File: config.mk
export PLATFORM = sky130hd
export DESIGN_NAME = coreTop
export DESIGN_NICKNAME = d
export VERILOG_FILES = /design/src/common/corePkg.sv /design/src/decode/decodeUnit.sv /design/src/decode/regFile.sv /design/src/execute/executeUnit.sv /design/src/hdl/coreTop.sv /design/src/hdl/fetchUnit.sv /design/src/hdl/pipeReg.sv /design/src/result/resultUnit.sv
export VERILOG_INCLUDE_DIRS = /design/src /design/src/common
export SDC_FILE = /design/constraint.sdc
export NUM_CORES = 2
export LEC_CHECK = 0
export BUFFER_PORTS_ARGS = -buffer_cell sky130_fd_sc_hd__buf_2
export CAP_MARGIN = 20
export CORE_UTILIZATION = 40
export CTS_CLUSTER_SIZE = 12
export DETAILED_ROUTE_END_ITERATION = 16
export RECOVER_POWER = 25
export SETUP_SLACK_MARGIN = 0.2
export SLEW_MARGIN = 30
export SYNTH_ARGS = -nofsm -noshare
export SYNTH_HDL_FRONTEND = slang
export SYNTH_HIERARCHICAL = 1
export SYNTH_SLANG_ARGS = --single-unit
export TNS_END_PERCENT = 50
File: constraint.sdc
create_clock -name clk -period 8.7 [get_ports clk]
set_clock_uncertainty 0.2 [all_clocks]
set_input_delay 0.435 -clock clk [delete_from_list [all_inputs] [get_ports clk]]
set_output_delay 0.435 -clock clk [all_outputs]
set_load 0.1 [all_outputs]
File: src/common/coreSettings.svh
// core-wide widths, reset PC and opcode values, included by the package and RTL that need them
`ifndef CORE_SETTINGS_SVH
`define CORE_SETTINGS_SVH

// datapath
`define XLEN       32
`define REG_COUNT  32
`define RESET_PC   32'h0000_0000

// base opcodes still supported
`define OP_OP      7'b0110011
`define OP_IMM     7'b0010011
`define OP_LUI     7'b0110111
`define OP_AUIPC   7'b0010111
`define OP_JAL     7'b1101111
`define OP_JALR    7'b1100111
`define OP_BRANCH  7'b1100011

`endif

File: src/common/corePkg.sv
// shared types for the pipeline stages, imported by every core module that uses them
`default_nettype none

`include "coreSettings.svh"

package corePkg;

  typedef logic [`XLEN-1:0] wordT;
  typedef logic [$clog2(`REG_COUNT)-1:0] regIdxT;

  typedef enum logic [3:0] {
    aluAdd, aluSub, aluAnd, aluOr, aluXor,
    aluSlt, aluSltu, aluSll, aluSrl, aluSra,
    aluPassB                              // lui
  } aluOpT;

  typedef enum logic {
    resAlu,
    resLink                               // pc + 4 for jal/jalr
  } resultSelT;

  typedef enum logic [3:0] {
    brNone, brEq, brNe, brLt, brGe, brLtu, brGeu,
    brJump, brJumpReg
  } branchT;

  //////////////////////////////////////////////////
  // stage payloads
  //////////////////////////////////////////////////
  typedef struct packed {
    logic      valid;
    wordT      pc;
    regIdxT    rs1;
    regIdxT    rs2;
    wordT      rs1Val;
    wordT      rs2Val;
    wordT      imm;
    regIdxT    rd;
    logic      regWrite;
    aluOpT     aluOp;
    logic      pcAsA;                     // auipc
    logic      immAsB;
    branchT    branch;
    resultSelT resultSel;
  } decodedT;

  typedef struct packed {
    logic      valid;
    wordT      pc;
    regIdxT    rd;
    logic      regWrite;
    wordT      aluResult;
    wordT      linkAddr;
    resultSelT resultSel;
  } execT;

endpackage

`default_nettype wire

File: src/decode/decodeUnit.sv
// instruction decode, immediate generation and operand read for the execute stage register
`timescale 1ns/1ps
`default_nettype none

`include "coreSettings.svh"

module decodeUnit import corePkg::*; (
  input  logic        clk,
  input  logic        rstN,
  input  logic        stall,
  input  logic [31:0] instrD,
  input  wordT        pcD,
  input  logic        validD,
  input  logic        wrEn,
  input  regIdxT      wrIdx,
  input  wordT        wrData,
  output decodedT     decoded
);

  logic [6:0] opcode;
  logic [2:0] funct3;
  logic       altBit;                     // funct7[5] selects sub and sra
  regIdxT     rs1, rs2, rd;
  wordT       immI, immU, immJ, immB;
  wordT       rs1Val, rs2Val;
  aluOpT      funcOp;

  assign opcode = instrD[6:0];
  assign rd     = instrD[11:7];
  assign funct3 = instrD[14:12];
  assign rs1    = instrD[19:15];
  assign rs2    = instrD[24:20];
  assign altBit = instrD[30];

  //////////////////////////////////////////////////
  // immediates
  //////////////////////////////////////////////////
  assign immI = {{20{instrD[31]}}, instrD[31:20]};
  assign immU = {instrD[31:12], 12'b0};
  assign immJ = {{12{instrD[31]}}, instrD[19:12], instrD[20], instrD[30:21], 1'b0};
  assign immB = {{20{instrD[31]}}, instrD[7], instrD[30:25], instrD[11:8], 1'b0};

  regFile regs (
    .clk, .rstN, .stall,
    .rdIdxA(rs1), .rdIdxB(rs2),
    .wrEn, .wrIdx, .wrData,
    .rdDataA(rs1Val), .rdDataB(rs2Val)
  );

  // funct3 to alu op for both OP and OP-IMM
  always_comb begin
    case (funct3)
      3'b000:  funcOp = (altBit && opcode == `OP_OP) ? aluSub : aluAdd;
      3'b001:  funcOp = aluSll;
      3'b010:  funcOp = aluSlt;
      3'b011:  funcOp = aluSltu;
      3'b100:  funcOp = aluXor;
      3'b101:  funcOp = altBit ? aluSra : aluSrl;
      3'b110:  funcOp = aluOr;
      default: funcOp = aluAnd;
    endcase
  end

  always_comb begin
    decoded        = '0;
    decoded.valid  = validD;
    decoded.pc     = pcD;
    decoded.rs1    = rs1;
    decoded.rs2    = rs2;
    decoded.rs1Val = rs1Val;
    decoded.rs2Val = rs2Val;
    decoded.rd     = rd;
    decoded.aluOp  = aluAdd;
    case (opcode)
      `OP_OP: begin
        decoded.regWrite = 1'b1;
        decoded.aluOp    = funcOp;
      end
      `OP_IMM: begin
        decoded.regWrite = 1'b1;
        decoded.aluOp    = funcOp;
        decoded.imm      = immI;
        decoded.immAsB   = 1'b1;
      end
      `OP_LUI: begin
        decoded.regWrite = 1'b1;
        decoded.aluOp    = aluPassB;
        decoded.imm      = immU;
        decoded.immAsB   = 1'b1;
      end
      `OP_AUIPC: begin
        decoded.regWrite = 1'b1;
        decoded.imm      = immU;
        decoded.pcAsA    = 1'b1;
        decoded.immAsB   = 1'b1;
      end
      `OP_JAL: begin
        decoded.regWrite  = 1'b1;
        decoded.imm       = immJ;
        decoded.branch    = brJump;
        decoded.resultSel = resLink;
      end
      `OP_JALR: begin
        decoded.regWrite  = 1'b1;
        decoded.imm       = immI;
        decoded.branch    = brJumpReg;
        decoded.resultSel = resLink;
      end
      `OP_BRANCH: begin
        decoded.imm = immB;
        case (funct3)
          3'b000:  decoded.branch = brEq;
          3'b001:  decoded.branch = brNe;
          3'b100:  decoded.branch = brLt;
          3'b101:  decoded.branch = brGe;
          3'b110:  decoded.branch = brLtu;
          3'b111:  decoded.branch = brGeu;
          default: decoded.branch = brNone;
        endcase
      end
      default: ;                          // unsupported opcode retires with no write
    endcase
  end

endmodule

`default_nettype wire

File: src/decode/regFile.sv
// integer register file read in decode and written from the result stage
`timescale 1ns/1ps
`default_nettype none

`include "coreSettings.svh"

module regFile import corePkg::*; (
  input  logic   clk,
  input  logic   rstN,
  input  logic   stall,
  input  regIdxT rdIdxA,
  input  regIdxT rdIdxB,
  input  logic   wrEn,
  input  regIdxT wrIdx,
  input  wordT   wrData,
  output wordT   rdDataA,
  output wordT   rdDataB
);

  wordT regs [`REG_COUNT];
  logic wrActive;

  // x0 is never stored, no writes while held in reset or stalled
  assign wrActive = wrEn & rstN & ~stall & (wrIdx != '0);

  always_ff @(posedge clk) begin
    if (wrActive) regs[wrIdx] <= wrData;
  end

  // write-through so decode sees the value retiring this cycle
  assign rdDataA = (rdIdxA == '0)                    ? '0     :
                   (wrActive && wrIdx == rdIdxA)     ? wrData : regs[rdIdxA];
  assign rdDataB = (rdIdxB == '0)                    ? '0     :
                   (wrActive && wrIdx == rdIdxB)     ? wrData : regs[rdIdxB];

endmodule

`default_nettype wire

File: src/execute/executeUnit.sv
// forwarding, ALU and branch resolution between the execute and result stage registers
`timescale 1ns/1ps
`default_nettype none

module executeUnit import corePkg::*; (
  input  decodedT decodedE,
  input  logic    fwdValid,
  input  regIdxT  fwdRd,
  input  wordT    fwdValue,
  output execT    executed,
  output logic    redirect,
  output wordT    redirectPc
);

  localparam int ShiftW = $clog2($bits(wordT));

  wordT              src1, src2;          // forwarded register values
  wordT              opA, opB, aluResult;
  logic [ShiftW-1:0] shamt;
  logic              isEq, isLt, isLtu, taken;

  //////////////////////////////////////////////////
  // forwarding from the result stage
  //////////////////////////////////////////////////
  assign src1 = (fwdValid && fwdRd == decodedE.rs1 && decodedE.rs1 != '0) ?
                fwdValue : decodedE.rs1Val;
  assign src2 = (fwdValid && fwdRd == decodedE.rs2 && decodedE.rs2 != '0) ?
                fwdValue : decodedE.rs2Val;

  assign opA   = decodedE.pcAsA  ? decodedE.pc  : src1;
  assign opB   = decodedE.immAsB ? decodedE.imm : src2;
  assign shamt = opB[ShiftW-1:0];

  always_comb begin
    aluResult = '0;
    case (decodedE.aluOp)
      aluAdd:   aluResult = opA + opB;
      aluSub:   aluResult = opA - opB;
      aluAnd:   aluResult = opA & opB;
      aluOr:    aluResult = opA | opB;
      aluXor:   aluResult = opA ^ opB;
      aluSlt:   aluResult[0] = $signed(opA) < $signed(opB);
      aluSltu:  aluResult[0] = opA < opB;
      aluSll:   aluResult = opA << shamt;
      aluSrl:   aluResult = opA >> shamt;
      aluSra:   aluResult = $signed(opA) >>> shamt;
      default:  aluResult = opB;          // pass-B
    endcase
  end

  //////////////////////////////////////////////////
  // branch resolution
  //////////////////////////////////////////////////
  assign isEq  = src1 == src2;
  assign isLt  = $signed(src1) < $signed(src2);
  assign isLtu = src1 < src2;

  always_comb begin
    case (decodedE.branch)
      brEq:      taken = isEq;
      brNe:      taken = ~isEq;
      brLt:      taken = isLt;
      brGe:      taken = ~isLt;
      brLtu:     taken = isLtu;
      brGeu:     taken = ~isLtu;
      brJump,
      brJumpReg: taken = 1'b1;
      default:   taken = 1'b0;
    endcase
  end

  assign redirect   = decodedE.valid & taken;
  assign redirectPc = (decodedE.branch == brJumpReg) ?
                      ((src1 + decodedE.imm) & ~wordT'(1)) :   // jalr clears bit 0
                      decodedE.pc + decodedE.imm;

  always_comb begin
    executed           = '0;
    executed.valid     = decodedE.valid;
    executed.pc        = decodedE.pc;
    executed.rd        = decodedE.rd;
    executed.regWrite  = decodedE.regWrite;
    executed.aluResult = aluResult;
    executed.linkAddr  = decodedE.pc + wordT'(4);
    executed.resultSel = decodedE.resultSel;
  end

endmodule

`default_nettype wire

File: src/hdl/coreTop.sv
// top of the four-stage RV32I core, fed by a combinational instruction memory on pc/instr
`timescale 1ns/1ps
`default_nettype none

module coreTop import corePkg::*; (
  input  logic        clk,
  input  logic        rstN,
  input  logic        stall,
  input  logic [31:0] instr,
  output wordT        pc,
  output logic        retireValid,
  output wordT        retirePc,
  output regIdxT      retireRd,
  output wordT        retireValue
);

  // fetch to decode
  logic [31:0] instrD;
  wordT        pcD;
  logic        validD;

  // stage payloads
  decodedT     decoded, decodedE;
  execT        executed, resultR;

  // redirect from execute
  logic        redirect;
  wordT        redirectPc;

  // writeback and forwarding from result
  logic        wrEn, fwdValid;
  regIdxT      wrIdx, fwdRd;
  wordT        wrData, fwdValue;

  fetchUnit fetch (
    .clk, .rstN, .stall,
    .redirect, .redirectPc,
    .instr, .pc,
    .instrD, .pcD, .validD
  );

  decodeUnit decode (
    .clk, .rstN, .stall,
    .instrD, .pcD, .validD,
    .wrEn, .wrIdx, .wrData,
    .decoded
  );

  // flushed by a taken branch or jump
  pipeReg #(.payloadT(decodedT)) executeStage (
    .clk, .rstN, .stall, .flush(redirect), .d(decoded), .q(decodedE)
  );

  executeUnit execute (
    .decodedE, .fwdValid, .fwdRd, .fwdValue,
    .executed, .redirect, .redirectPc
  );

  pipeReg #(.payloadT(execT)) resultStage (
    .clk, .rstN, .stall, .flush(1'b0), .d(executed), .q(resultR)
  );

  resultUnit result (
    .stall, .resultR,
    .wrEn, .wrIdx, .wrData,
    .fwdValid, .fwdRd, .fwdValue,
    .retireValid, .retirePc, .retireRd, .retireValue
  );

endmodule

`default_nettype wire

File: src/hdl/fetchUnit.sv
// PC register and fetch-to-decode instruction register, driven by redirects from execute
`timescale 1ns/1ps
`default_nettype none

`include "coreSettings.svh"

module fetchUnit import corePkg::*; (
  input  logic        clk,
  input  logic        rstN,
  input  logic        stall,
  input  logic        redirect,
  input  wordT        redirectPc,
  input  logic [31:0] instr,
  output wordT        pc,
  output logic [31:0] instrD,
  output wordT        pcD,
  output logic        validD
);

  wordT pcNext;

  // sequential or redirected fetch
  assign pcNext = redirect ? redirectPc : pc + wordT'(4);

  //////////////////////////////////////////////////
  // control state
  //////////////////////////////////////////////////
  always_ff @(posedge clk) begin
    if (!rstN) begin
      pc     <= `RESET_PC;
      validD <= 1'b0;
    end else if (!stall) begin
      pc     <= pcNext;
      validD <= ~redirect;                // kill the wrong-path fetch
    end
  end

  // instruction and its pc for decode
  always_ff @(posedge clk) begin
    if (!stall) begin
      instrD <= instr;
      pcD    <= pc;
    end
  end

endmodule

`default_nettype wire

File: src/hdl/pipeReg.sv
// stage register between two pipeline stages, instantiated once per payload type
`timescale 1ns/1ps
`default_nettype none

module pipeReg #(
  parameter type payloadT = logic
) (
  input  logic    clk,
  input  logic    rstN,
  input  logic    stall,
  input  logic    flush,
  input  payloadT d,
  output payloadT q
);

  // stall wins over flush so a redirect seen during stall survives until release
  always_ff @(posedge clk) begin
    if (!rstN) begin
      q <= '0;                            // valid field low
    end else if (!stall) begin
      if (flush) q <= '0;                 // bubble
      else       q <= d;
    end
  end

endmodule

`default_nettype wire

File: src/result/resultUnit.sv
// writeback selection, register write, forward value and retire reporting from the result register
`timescale 1ns/1ps
`default_nettype none

module resultUnit import corePkg::*; (
  input  logic   stall,
  input  execT   resultR,
  output logic   wrEn,
  output regIdxT wrIdx,
  output wordT   wrData,
  output logic   fwdValid,
  output regIdxT fwdRd,
  output wordT   fwdValue,
  output logic   retireValid,
  output wordT   retirePc,
  output regIdxT retireRd,
  output wordT   retireValue
);

  wordT value;
  logic writes;

  assign value  = (resultR.resultSel == resLink) ? resultR.linkAddr : resultR.aluResult;
  assign writes = resultR.valid & resultR.regWrite & (resultR.rd != '0);   // x0 dropped here

  // register file port, regFile blocks it during stall
  assign wrEn   = writes;
  assign wrIdx  = resultR.rd;
  assign wrData = value;

  // forward path to execute
  assign fwdValid = writes;
  assign fwdRd    = resultR.rd;
  assign fwdValue = value;

  //////////////////////////////////////////////////
  // retire port
  //////////////////////////////////////////////////
  assign retireValid = resultR.valid & ~stall;
  assign retirePc    = resultR.pc;
  assign retireRd    = writes ? resultR.rd : '0;
  assign retireValue = writes ? value : '0;

endmodule

`default_nettype wire
==> results.yml <==
outcome:
  outcome: "finished with violations"
  violations: "capacitance limit, slew limit"
route:
  post_drt_wl_per_cell_um: 32.7
  wl_um: 312000
  dr.pass1.iters: 6
  via_per_inst: 6.55
  drc: 0
  antenna_left: 0
  route.vias.total: 62500
  drtIter0Drc: 8466
clock_network:
  ctsRootBufferMaster: "clkbuf_16"
  h-tree-depth: 4
  cts_buffers: 154
  cts_tree: "yes"
  clk_latency_ns: 0.82
  cts.path.max_buffers: 3
  numClockSinks: 1381
  clk_pin_slew_ns: 0.06
  cts_setup_buffers: 0
sta:
  rsz0062_at_grt: "false"
  fin_setup_tns_ns: 0
  clock.fmax_mhz: 125
  maxSlewHeadroom_pct: -201
  report.final.hold_viol_count: 0
  finalMaxSlewViolations: 786
  tightest_slew_ns: 4.52
  whs_ns: 0.143
  period_minus_slack_ns: 8.02
  setup_viol: 0
  setup_slack_ns: 0.677
  fin_crit_sh_pct: 92.2
hold_path:
  min_path_type: "input pin to register"
critical_path:
  arrival_ns: 8.49
  worstPathMaxFanout: 37
  crit_chain: "mux2i_1, inv_1, clkbuf_1, mux2i_1, o21a_1, ha_1, or3_1, a311o_1, a21o_1, a311oi_2, o41ai_1, a31oi_1, nor2b_1, nor4_1, a41oi_1, o311ai_0, o32a_1, nand2_1, o21ai_2"
  cp_data_required_time_ns: 9.17
  cpPeakStageDelay_ns: 1.58
  crit_path_end_kind: "register"
  critPathSlowestCell: "clkbuf_1"
  crit_path_start_kind: "register"
  critPathKind: "register to register"
  cpMostUsedCell: "mux2i_1"
global_route:
  grt.total_usage_pct: 30.0
  grt_use_met3_pct: 7.50
  grt_remaining_overflow: 0
  grt_max_degree: 199
  busiest_layer: "met2"
  grt_pass1_vias: 59100
  grtUsageMet2_pct: 45.8
  antenna_found_initial: 14
  use_met1_pct: 39.4
  grt_first_pass_wirelength_um: 439000
synth:
  synthDistinctLibCells: 116
  yosysWarningCount: 6
  netlist_instances: 6904
  syn_area_per_cell_um2: 11.6
  ys_ff_latch: 1381
  synth_edf_count: 1088
  synth_area_um2: 80100
  synth-async-reset-ratio_pct: 0
  ys.flop_type: "edfxtp_1"
  synth_seq_area_share_pct: 48.1
final_layout:
  register_area_um2: 38500
  fill_cells: 18100
  multi_input_area_um2: 37500
  drive_gt1_share_pct: 17.3
  area_growth_pct: 9.62
  nets: 7014
  final_cell_mix: "1,088 x edfxtp_1, 633 x nand2_1, 403 x mux2i_1, 388 x mux4_2, 328 x nand3_1"
  final_common_cell: "edfxtp_1"
placement:
  pre_cts_ws_ns: 1.42
  place_congestion: 1.00
  port_buffers: 136
  place.detailed.hpwl_um: 201000
power:
  internal_power_w: 0.0118
  powerDensity_nw_per_um2: 190
  clockPowerShare_pct: 38.0
  design_power_total_w: 0.0167
  seqPwrFrac_pct: 43.7
  vdd_drop_max_mv: 0.227
  p_leak_nw: 30.7
  swShare_pct: 29.7
  power_switching_w: 0.00497
  pwr-share-comb_pct: 18.4
floorplanning:
  die-area_um2: 202000
  die_w_um: 449
  initial_core_util_pct: 40.4
  die_h_um: 449
  rows: 163
  core_um2: 198000
  io-pin-count: 137
flow_run:
  drv_cap: 16
==> cells in the mapped netlist, types with 33 or more instances <==
cell | instances | share of area (%)
o211ai_1 | 50 | 0.47
mux4_2 | 388 | 11
a21oi_1 | 302 | 1.9
a22oi_1 | 64 | 0.60
nor3_1 | 84 | 0.52
o21ai_2 | 60 | 0.66
buf_1 | 45 | 0.21
edfxtp_1 | 1088 | 41
a32o_1 | 33 | 0.41
dfxtp_1 | 293 | 7.3
buf_2 | 133 | 0.83
ha_1 | 192 | 3.0
nand2_1 | 639 | 3.0
o221ai_1 | 47 | 0.51
mux2i_1 | 403 | 5.0
nor2b_1 | 80 | 0.62
nand3_1 | 329 | 2.1
buf_4 | 212 | 2.0
xnor2_1 | 81 | 0.89
inv_1 | 179 | 0.84
o21ai_1 | 171 | 1.1
xor2_1 | 48 | 0.52
a221o_1 | 43 | 0.54
nor2_1 | 314 | 1.5
a31oi_1 | 33 | 0.26
o22ai_1 | 113 | 0.88
a32oi_1 | 36 | 0.39
a211oi_1 | 118 | 1.1
and3_1 | 37 | 0.29
nand4_1 | 61 | 0.48
mux2_2 | 68 | 0.96
a21o_1 | 75 | 0.70
o21ai_0 | 264 | 1.6
a221oi_1 | 55 | 0.60
clkbuf_1 | 284 | 1.3
==> what timing repair did <==
item                                   in CTS  in global routing
endpoints found under the hold margin     130                  0
gates resized for setup                     0                  0
hold buffers                               34                  0
==> cell type report <==
type | instances | area share [%]
clock buffer | 188 | 4.60
clock inverter | 84 | 0.969
antenna | 6 | 0.0171
timing repair buffer | 394 | 3.23
inverter | 191 | 0.817
tap | 2640 | 3.76
multi-input combinational | 4661 | 42.7
sequential | 1381 | 43.9
==> power by group through the flow <==
| stage | combinational (W) | sequential (W) | clock, W |
|---|---|---|---|
| floorplan | 0.00198 | 0.00740 | 0 |
| global placement | 0.00296 | 0.00743 | 0 |
| detailed placement | 0.00296 | 0.00743 | 0 |
| CTS | 0.00298 | 0.00729 | 0.00642 |
| global route | 0.00320 | 0.00730 | 0.00667 |
| finish | 0.00308 | 0.00730 | 0.00635 |
==> sequential cells by signal, indices dropped and copies added (netlist names) <==
| register | flops |
|---|---|
| resultStage/q | 104 |
| fetch/instrD | 32 |
| decode/regs/regs | 1024 |
| fetch/pc | 32 |
| fetch/pcD | 32 |
| fetch/validD | 1 |
| executeStage/q | 156 |
==> kinds of logic after synthesis <==
family	count (synthesis)	synth area share, %
adder cells (fa/ha/maj)	196	3.10
AND/OR/NAND/NOR	1717	10.0
XOR/XNOR	129	1.41
flip-flops	1381	48.1
multiplexers	861	16.9
AO/OA/AOI/OAI	1724	14.7
buffers and inverters	894	5.66
other	2	0.00938
==> stage by stage <==
stage          instance area, um^2  std cells  utilization [%]
2_1_floorplan                80200       6936                -
3_3_place_gp                 82600       9231             41.7
3_5_place_dp                 82700       9232             41.8
4_1_cts                      87900       9538             44.4
5_1_grt                      87800       9540             44.3
6_report                     87800       9545             44.3
==> final timing paths <==
| check | start | to | slack (ns) | cells after the start |
|---|---|---|---|---|
| setup reg to reg | resultStage/q[0] | resultStage/q[60] | 0.68 | 19 |
| hold / removal | instr[16] | fetch/instrD[16] | 0.14 | 2 |
| setup / recovery | resultStage/q[0] | resultStage/q[60] | 0.68 | 19 |
| hold reg to reg | executeStage/q[84] | executeStage/q[84] | 0.28 | 2 |
==> critical path: cells and delay by family (launching register included) <==
kind | cells | cell delay (ns)
AOI/OAI and AO/OA | 10 | 2.83
adders and majority gates | 1 | 0.28
buffers and inverters | 2 | 1.73
DFF | 1 | 1.16
muxes | 2 | 0.69
and+or+nand+nor | 4 | 0.96
==> routing by layer <==
layer	vias up	routed length (um)
li1	26400	-
met1	31400	120000
met2	3937	139000
met3	757	35300
met4	6	17900
met5	-	37
Power figures use the tool's default switching activity.
